==> config.mk <==
export PLATFORM = sky130hd
export DESIGN_NAME = sram_top
export DESIGN_NICKNAME = d
export VERILOG_FILES = /design/src/design/wb_pkg.sv /design/src/design/sram_pkg.sv /design/src/design/sram_wait_timer.sv /design/src/design/sram_fsm.sv /design/src/design/sram_datapath.sv /design/src/design/sram_top.sv
export SDC_FILE = /design/constraint.sdc
export NUM_CORES = 1
export LEC_CHECK = 0
export BUFFER_PORTS_ARGS = -buffer_cell sky130_fd_sc_hd__buf_2
export CAP_MARGIN = 10
export CORE_ASPECT_RATIO = 0.8
export CORE_UTILIZATION = 30
export DETAILED_ROUTE_END_ITERATION = 10
export GPL_ROUTABILITY_DRIVEN = 1
export PLACE_DENSITY = 0.66
export SLEW_MARGIN = 10
export SYNTH_ARGS = -nofsm -noshare
export SYNTH_HDL_FRONTEND = slang
export SYNTH_HIERARCHICAL = 1
export SYNTH_SLANG_ARGS = --single-unit
==> constraint.sdc <==
create_clock -name clk -period 5 [get_ports clk]
set_input_delay 0.25 -clock clk [delete_from_list [all_inputs] [get_ports clk]]
set_output_delay 0.25 -clock clk [all_outputs]
set_load 0.02 [all_outputs]
==> src/design/wb_pkg.sv <==
/*
 * Bus-side definitions for the SRAM slave.
 * Wishbone classic single cycles only, so there are no cti/bte fields.
 * Addresses are byte addresses and data is one 32-bit word per cycle.
 */

package wb_pkg;

    localparam int WB_DATA_WIDTH = 32;
    localparam int WB_ADDR_WIDTH = 32;
    localparam int WB_SEL_WIDTH  = WB_DATA_WIDTH / 8;

    // master request, held stable until ack.
    typedef struct packed {
        logic                     cyc;
        logic                     stb;
        logic                     we;
        logic [WB_SEL_WIDTH-1:0]  sel;
        logic [WB_ADDR_WIDTH-1:0] addr;
        logic [WB_DATA_WIDTH-1:0] data;
    } wb_req_t;

    // slave response, ack is high for one cycle.
    typedef struct packed {
        logic                     ack;
        logic [WB_DATA_WIDTH-1:0] data;
    } wb_rsp_t;

endpackage

==> src/design/sram_pkg.sv <==
/*
 * SRAM-side definitions: geometry, window and access timing.
 * The window must be 2^(SRAM_ADDR_WIDTH+1) bytes and start word aligned.
 * SRAM_WAIT_CYCLES must be 2 or more.
 */

package sram_pkg;

    localparam int SRAM_ADDR_WIDTH = 20;
    localparam int SRAM_DATA_WIDTH = 16;
    localparam int SRAM_SEL_WIDTH  = SRAM_DATA_WIDTH / 8;

    localparam logic [31:0] SRAM_BASE_ADDR  = 32'h0000_0000;
    localparam logic [31:0] SRAM_SIZE_BYTES = 32'd1 << (SRAM_ADDR_WIDTH + 1);

    // clock cycles the strobes stay up for one half access.
    localparam int SRAM_WAIT_CYCLES = 2;
    localparam int SRAM_WAIT_WIDTH  = $clog2(SRAM_WAIT_CYCLES + 1);

    // all strobes are active low.
    typedef struct packed {
        logic                       ce_n;
        logic                       oe_n;
        logic                       we_n;
        logic                       ub_n;
        logic                       lb_n;
        logic [SRAM_ADDR_WIDTH-1:0] addr;
        logic [SRAM_DATA_WIDTH-1:0] dq;
    } sram_pins_t;

    typedef enum logic [1:0] {
        PHASE_IDLE,
        PHASE_LOW,
        PHASE_HIGH,
        PHASE_ACK
    } sram_phase_e;

endpackage

==> src/design/sram_wait_timer.sv <==
/*
 * Wait-state counter for one SRAM half access.
 * Done pulses SRAM_WAIT_CYCLES-1 cycles after start, which is the
 * last cycle of the half. A new start reloads the count.
 */

`timescale 1ns/1ps

module sram_wait_timer (
    input  logic clk,
    input  logic i_rst,

    input  logic i_start,
    output logic o_done
);

    import sram_pkg::*;

    logic [SRAM_WAIT_WIDTH-1:0] cnt_q;

    always_ff @(posedge clk) begin
        if (i_rst) begin
            cnt_q <= '0;
        end else if (i_start) begin
            cnt_q <= SRAM_WAIT_WIDTH'(SRAM_WAIT_CYCLES - 1);
        end else if (cnt_q != '0) begin
            cnt_q <= cnt_q - 1'b1;
        end
    end

    // zero means idle, so done stays low between accesses.
    assign o_done = (cnt_q == SRAM_WAIT_WIDTH'(1));

endmodule

==> src/design/sram_fsm.sv <==
/*
 * Access sequencer for the SRAM slave.
 * A request is taken in idle and walks low half, high half, then ack.
 * The first half is picked from the live select bits, later decisions
 * use the flags latched by the datapath. Out of range or empty selects
 * abort to ack in the first half cycle.
 */

`timescale 1ns/1ps

module sram_fsm (
    input  logic                  clk,
    input  logic                  i_rst,

    input  wb_pkg::wb_req_t       i_req,
    input  logic                  i_in_range,
    input  logic                  i_lo_used,
    input  logic                  i_hi_used,
    input  logic                  i_timer_done,

    output logic                  o_capture,
    output logic                  o_timer_start,
    output sram_pkg::sram_phase_e o_phase,
    output logic                  o_ack
);

    import wb_pkg::*;
    import sram_pkg::*;

    sram_phase_e state_q;
    sram_phase_e state_d;
    logic        start_q;
    logic        req_valid;
    logic        first_high;
    logic        enter_half;

    assign req_valid = i_req.cyc && i_req.stb;

    // skip straight to the high half when only upper bytes are selected.
    assign first_high = (i_req.sel[SRAM_SEL_WIDTH-1:0] == '0) &&
                        (i_req.sel[WB_SEL_WIDTH-1:SRAM_SEL_WIDTH] != '0);

    always_comb begin
        state_d = state_q;

        case (state_q)
            PHASE_IDLE: begin
                if (req_valid) begin
                    state_d = first_high ? PHASE_HIGH : PHASE_LOW;
                end
            end

            PHASE_LOW: begin
                if (!i_in_range || !i_lo_used) begin
                    state_d = PHASE_ACK;
                end else if (i_timer_done) begin
                    state_d = i_hi_used ? PHASE_HIGH : PHASE_ACK;
                end
            end

            PHASE_HIGH: begin
                if (!i_in_range || i_timer_done) begin
                    state_d = PHASE_ACK;
                end
            end

            PHASE_ACK: begin
                state_d = PHASE_IDLE;
            end

            default: begin
                state_d = PHASE_IDLE;
            end
        endcase
    end

    assign enter_half = (state_d != state_q) &&
                        ((state_d == PHASE_LOW) || (state_d == PHASE_HIGH));

    always_ff @(posedge clk) begin
        if (i_rst) begin
            state_q <= PHASE_IDLE;
            start_q <= 1'b0;
        end else begin
            state_q <= state_d;
            // timer starts in the first cycle of each half.
            start_q <= enter_half;
        end
    end

    assign o_capture     = (state_q == PHASE_IDLE) && req_valid;
    assign o_timer_start = start_q;
    assign o_phase       = state_q;
    assign o_ack         = (state_q == PHASE_ACK);

endmodule

==> src/design/sram_datapath.sv <==
/*
 * Request latch, SRAM pin generation and read word assembly.
 * Flags and pins are valid the cycle after capture.
 * Bytes that are not selected, not read, or out of range return zero.
 * Write data is driven on dq whenever the pins are active.
 */

`timescale 1ns/1ps

module sram_datapath (
    input  logic                                 clk,
    input  logic                                 i_rst,

    input  wb_pkg::wb_req_t                      i_req,
    input  logic                                 i_capture,
    input  sram_pkg::sram_phase_e                i_phase,
    input  logic                                 i_timer_done,
    input  logic [sram_pkg::SRAM_DATA_WIDTH-1:0] i_sram_dq,

    output logic                                 o_in_range,
    output logic                                 o_lo_used,
    output logic                                 o_hi_used,
    output sram_pkg::sram_pins_t                 o_sram,
    output logic [wb_pkg::WB_DATA_WIDTH-1:0]     o_rdata
);

    import wb_pkg::*;
    import sram_pkg::*;

    logic [WB_ADDR_WIDTH-1:0]   offset;
    logic                       we_q;
    logic [WB_SEL_WIDTH-1:0]    sel_q;
    logic [WB_DATA_WIDTH-1:0]   wdata_q;
    logic [SRAM_ADDR_WIDTH-2:0] word_q;
    logic                       hi_half;
    logic                       active;
    logic [SRAM_SEL_WIDTH-1:0]  half_sel;
    logic [SRAM_DATA_WIDTH-1:0] half_wdata;

    // wraps below the base, so one compare covers both ends.
    assign offset = i_req.addr - SRAM_BASE_ADDR;

    always_ff @(posedge clk) begin
        if (i_rst) begin
            o_in_range <= 1'b0;
            o_lo_used  <= 1'b0;
            o_hi_used  <= 1'b0;
        end else if (i_capture) begin
            o_in_range <= (offset < SRAM_SIZE_BYTES);
            o_lo_used  <= |i_req.sel[SRAM_SEL_WIDTH-1:0];
            o_hi_used  <= |i_req.sel[WB_SEL_WIDTH-1:SRAM_SEL_WIDTH];
        end
    end

    always_ff @(posedge clk) begin
        if (i_capture) begin
            we_q    <= i_req.we;
            sel_q   <= i_req.sel;
            wdata_q <= i_req.data;
            word_q  <= offset[SRAM_ADDR_WIDTH:2];
        end
    end

    assign hi_half = (i_phase == PHASE_HIGH);

    assign active = o_in_range &&
                    (((i_phase == PHASE_LOW) && o_lo_used) || (hi_half && o_hi_used));

    assign half_sel   = hi_half ? sel_q[WB_SEL_WIDTH-1:SRAM_SEL_WIDTH]
                                : sel_q[SRAM_SEL_WIDTH-1:0];
    assign half_wdata = hi_half ? wdata_q[WB_DATA_WIDTH-1:SRAM_DATA_WIDTH]
                                : wdata_q[SRAM_DATA_WIDTH-1:0];

    // sram word 2n holds the low half of bus word n.
    always_comb begin
        o_sram.ce_n = ~active;
        o_sram.oe_n = ~(active && !we_q);
        o_sram.we_n = ~(active && we_q);
        o_sram.ub_n = ~(active && half_sel[1]);
        o_sram.lb_n = ~(active && half_sel[0]);
        o_sram.addr = {word_q, hi_half};
        o_sram.dq   = half_wdata;
    end

    // sample dq in the last cycle of a read half.
    always_ff @(posedge clk) begin
        if (i_capture) begin
            o_rdata <= '0;
        end else if (active && !we_q && i_timer_done) begin
            for (int b = 0; b < SRAM_SEL_WIDTH; b++) begin
                if (half_sel[b]) begin
                    o_rdata[hi_half * SRAM_DATA_WIDTH + b * 8 +: 8] <= i_sram_dq[b * 8 +: 8];
                end
            end
        end
    end

endmodule

==> src/design/sram_top.sv <==
/*
 * Wishbone classic slave for an asynchronous 16-bit SRAM.
 * Each bus word takes up to two half accesses, low half first.
 * Out of range requests are acked with zero data and no SRAM cycle.
 * The master must drop stb for a cycle after ack.
 * dq is split into in and out words, the out word is valid while we_n is low.
 */

`timescale 1ns/1ps

module sram_top (
    input  logic                                 clk,
    input  logic                                 i_rst,

    // bus side
    input  wb_pkg::wb_req_t                      i_wb_req,
    output wb_pkg::wb_rsp_t                      o_wb_rsp,

    // sram side
    output sram_pkg::sram_pins_t                 o_sram,
    input  logic [sram_pkg::SRAM_DATA_WIDTH-1:0] i_sram_dq
);

    import wb_pkg::*;
    import sram_pkg::*;

    logic                     capture;
    logic                     timer_start;
    logic                     timer_done;
    logic                     in_range;
    logic                     lo_used;
    logic                     hi_used;
    logic                     ack;
    sram_phase_e              phase;
    logic [WB_DATA_WIDTH-1:0] rdata;

    sram_fsm sram_fsm_inst (
        .clk           (clk),
        .i_rst         (i_rst),
        .i_req         (i_wb_req),
        .i_in_range    (in_range),
        .i_lo_used     (lo_used),
        .i_hi_used     (hi_used),
        .i_timer_done  (timer_done),
        .o_capture     (capture),
        .o_timer_start (timer_start),
        .o_phase       (phase),
        .o_ack         (ack)
    );

    sram_wait_timer sram_wait_timer_inst (
        .clk     (clk),
        .i_rst   (i_rst),
        .i_start (timer_start),
        .o_done  (timer_done)
    );

    sram_datapath sram_datapath_inst (
        .clk          (clk),
        .i_rst        (i_rst),
        .i_req        (i_wb_req),
        .i_capture    (capture),
        .i_phase      (phase),
        .i_timer_done (timer_done),
        .i_sram_dq    (i_sram_dq),
        .o_in_range   (in_range),
        .o_lo_used    (lo_used),
        .o_hi_used    (hi_used),
        .o_sram       (o_sram),
        .o_rdata      (rdata)
    );

    assign o_wb_rsp = '{ack: ack, data: rdata};

endmodule

==> metrics.md <==
| Metric | Value |
|---|---|
| Initial antenna violation count | `1` |
| Total Wirelength | `8.920 mm` |
| Maximum clock skew at final layout | `8.970 ps` |
| Cell area after technology mapping | `3820 µm²` |
| Detailed-route DRC error count | `0` |
| Total of cells resized after clock tree synthesis | `0` |
| CP top delay family | `simple AND/OR/NAND/NOR gates` |
| Router iterations before antenna repair | `5` |
| Leakage power | `0.002154 µW` |
| Commonest non-fill, non-tap cell in the layout | `sky130_fd_sc_hd__buf_2` |
| Cell taking the most area after synthesis | `sky130_fd_sc_hd__edfxtp_1` |
| Number of maximum-capacitance violations | `0` |
| Achievable clock frequency | `0.4126 GHz` |
| Height of the chip | `102.9 µm` |
| Clock insertion delay at the later pin of the skew report | `340 ps` |
| Detailed placement HPWL | `6.686 mm` |
| Number of buffers on the longest clock path | `2` |
| Arr. time, crit path | `2170 ps` |
| Synthesized area per cell | `13.45 µm²` |
| Buf/Inv on CP | `1` |
| Fraction of the cycle the final worst path needs | `48.48%` |
| Startpoint of the worst hold path | `i_wb_req[18]` |
| Number of cells produced by synthesis | `284` |
| Vias in the first global route | `2672` |
| Master of the slowest instance on the critical path | `sky130_fd_sc_hd__nand2b_1` |
| Final net count | `528` |
| Least-Margin Pin Slew | `1001 ps` |
| Per-cell via count in the routed design | `4.564` |
| Count of unique library cells instantiated by Yosys | `33` |
| Final-report setup violation count | `0` |
| Count of input and output buffers | `160` |
| Pin count of the biggest net entering global routing | `63` |
| Die width | `128.2 µm` |
| Initial cell density of the core | `31.06%` |
| Post-synth top area share | `44.02%` |
| Number of top-level pins | `163` |
| Number of nets produced by synthesis | `375` |
| Cell Pwr Density | `373.5 nW/µm²` |
| Critical Setup Path Class | `reg2out` |
| Setup repair after global routing missed its margin | `no` |
| Worst Hold Class | `in2reg` |
| Number of warning messages in the yosys log | `6` |
| Total congestion overflow | `0` |
| Number of buffers inserted by hold repair at cts | `0` |
| Number of rows created at floorplan | `36` |
| First-pass GRT wire length | `13.40 mm` |
| Layout area overhead | `32.36%` |
| Share of synthesized area occupied by flip-flops and latches | `64.99%` |
| TritonCTS buffer count | `9` |
| Critical Path RT | `4750 ps` |
| Flip-flop and latch count after synthesis | `96` |
| Total count of hold-check failures in the final report | `0` |
| VDD IR max | `0.0001562 V` |
| Pins over their slew limit | `0` |
| Element type at the critical path end | `primary output` |
| Fraction of layout instances using a drive strength above 1 | `43.67%` |
| Number of clock sinks | `96` |
| Vias | `2802` |
| Die area | `13190 µm²` |
| DRT iter0 DRCs | `171` |
| Post-route minimum period | `2424 ps` |
| Most frequent cells in the layout | `sky130_fd_sc_hd__buf_2 (160), sky130_fd_sc_hd__edfxtp_1 (56), sky130_fd_sc_hd__dfxtp_1 (40), sky130_fd_sc_hd__nand2b_1 (36)` |
| H-tree level count | `3` |
| CTS clk-pin slew, worst paths | `70 ps` |
| Buffer cell driving the clock tree root | `sky130_fd_sc_hd__clkbuf_16` |
| Timing startpoint of the critical path | `sram_fsm_inst/o_phase[0]` |
| Result of the run | `finished clean` |
| Total routing resource utilization after global routing | `13.58%` |
| Maximum cell stage delay along the critical path | `810 ps` |
| Series of cell instances along the critical path | `nand2b_1 -> mux2_2 -> buf_2` |
| CORE AREA | `12300 µm²` |
| Total power draw | `1888 µW` |
| Sum of negative setup slack | `0 ps` |
| Mean routed wirelength per cell | `14.53 µm` |
| Kind of start point of the critical path | `register` |
| Buffers inserted by post-CTS timing repair | `0` |
| Placer Congestion | `0.7687` |
| DRT antenna net count | `0` |
| CTS tree | `done` |
| Slew HR | `33.27%` |
| Reg2Reg Launch Point | `sram_fsm_inst/o_phase[1]` |
| Cells taking the most area after synthesis | `sky130_fd_sc_hd__edfxtp_1 (44%), sky130_fd_sc_hd__dfxtp_1 (21%), sky130_fd_sc_hd__nand2b_1 (5.9%), sky130_fd_sc_hd__mux2i_1 (4.7%), sky130_fd_sc_hd__mux2_2 (4.7%)` |
| Crit path max fanout | `19` |
-- Yosys cell counts, drive strengths merged --
cell type	number
a2111oi	1
a211oi	2
a21o	1
a21oi	18
a31oi	2
and2	1
and3b	3
and4	1
and4bb	1
buf	13
clkbuf	6
dfxtp	40
edfxtp	56
ha	2
inv	7
mux2	16
mux2i	18
nand2	1
nand2b	36
nand3	2
nand3b	3
nand4	17
nor2	6
nor2b	2
nor4	3
o211ai	1
o21ai	3
o31ai	17
or2	3
or4	1
xor2	1
-- path summary, 6_finish.rpt --
path	end	slack (ps)	cells past startpoint
min reg2reg	sram_wait_timer_inst/cnt_q[1]	450	1
min	sram_datapath_inst/wdata_q[18]	80	1
max	o_sram[5]	2580	3
max reg2reg	sram_datapath_inst/wdata_q[15]	2790	2
-- power breakdown --
part | switching (µW) | internal, µW | leakage [µW]
sequential | 22.7 | 891 | 0.000842
combinational | 151 | 112 | 0.00117
clock | 275 | 437 | 0.000144
-- flip-flops by register name, summed over array words and instances (netlist names), 2 cells and up --
signal and flops:
sram_datapath_inst/o_rdata 32, sram_datapath_inst/wdata_q 32, sram_datapath_inst/word_q 19, sram_datapath_inst/sel_q 4
sram_fsm_inst/o_phase 2, sram_wait_timer_inst/cnt_q 2
-- stage by stage --
stage | setup WS, ps | cell area (µm²) | util, % | std cells | hold WS, ps
3_5_place_dp | 2775 | 4746 | 38.59 | 597 | 428.1
2_1_floorplan | 2634 | 3820 | - | 284 | 319.1
6_report | 2576 | 5056 | 41.12 | 614 | 77.03
3_3_place_gp | 2840 | 4746 | 38.59 | 597 | 426.8
5_1_grt | 2398 | 5056 | 41.12 | 614 | 54.48
4_1_cts | 2520 | 5054 | 41.10 | 613 | 64.56
-- area by class of cell --
type | instances | area [µm²]
Fill cell | 1181 | 7241
Antenna cell | 1 | 2.502
Sequential cell | 96 | 2482
Tap cell | 171 | 214.0
Multi-Input combinational cell | 162 | 1215
Clock inverter | 4 | 71.32
Timing Repair Buffer | 161 | 808.3
Inverter | 7 | 26.28
Clock buffer | 12 | 236.5
-- logic make-up after synthesis --
family	share of synthesized area (%)
flops	64.99
simple gates	13.79
compound gates	7.599
mux	9.433
buf+inv	3.308
fa+ha+maj	0.6550
xor+xnor	0.2293
-- routing by layer --
metal	vias up	routed length, µm	track usage [%]
met5	-	0	0
met4	0	290	6.968
met3	20	536	4.567
met2	93	4324	22.70
met1	1329	3768	15.70
li1	1360	-	-
(Power assumes the default switching activity.)
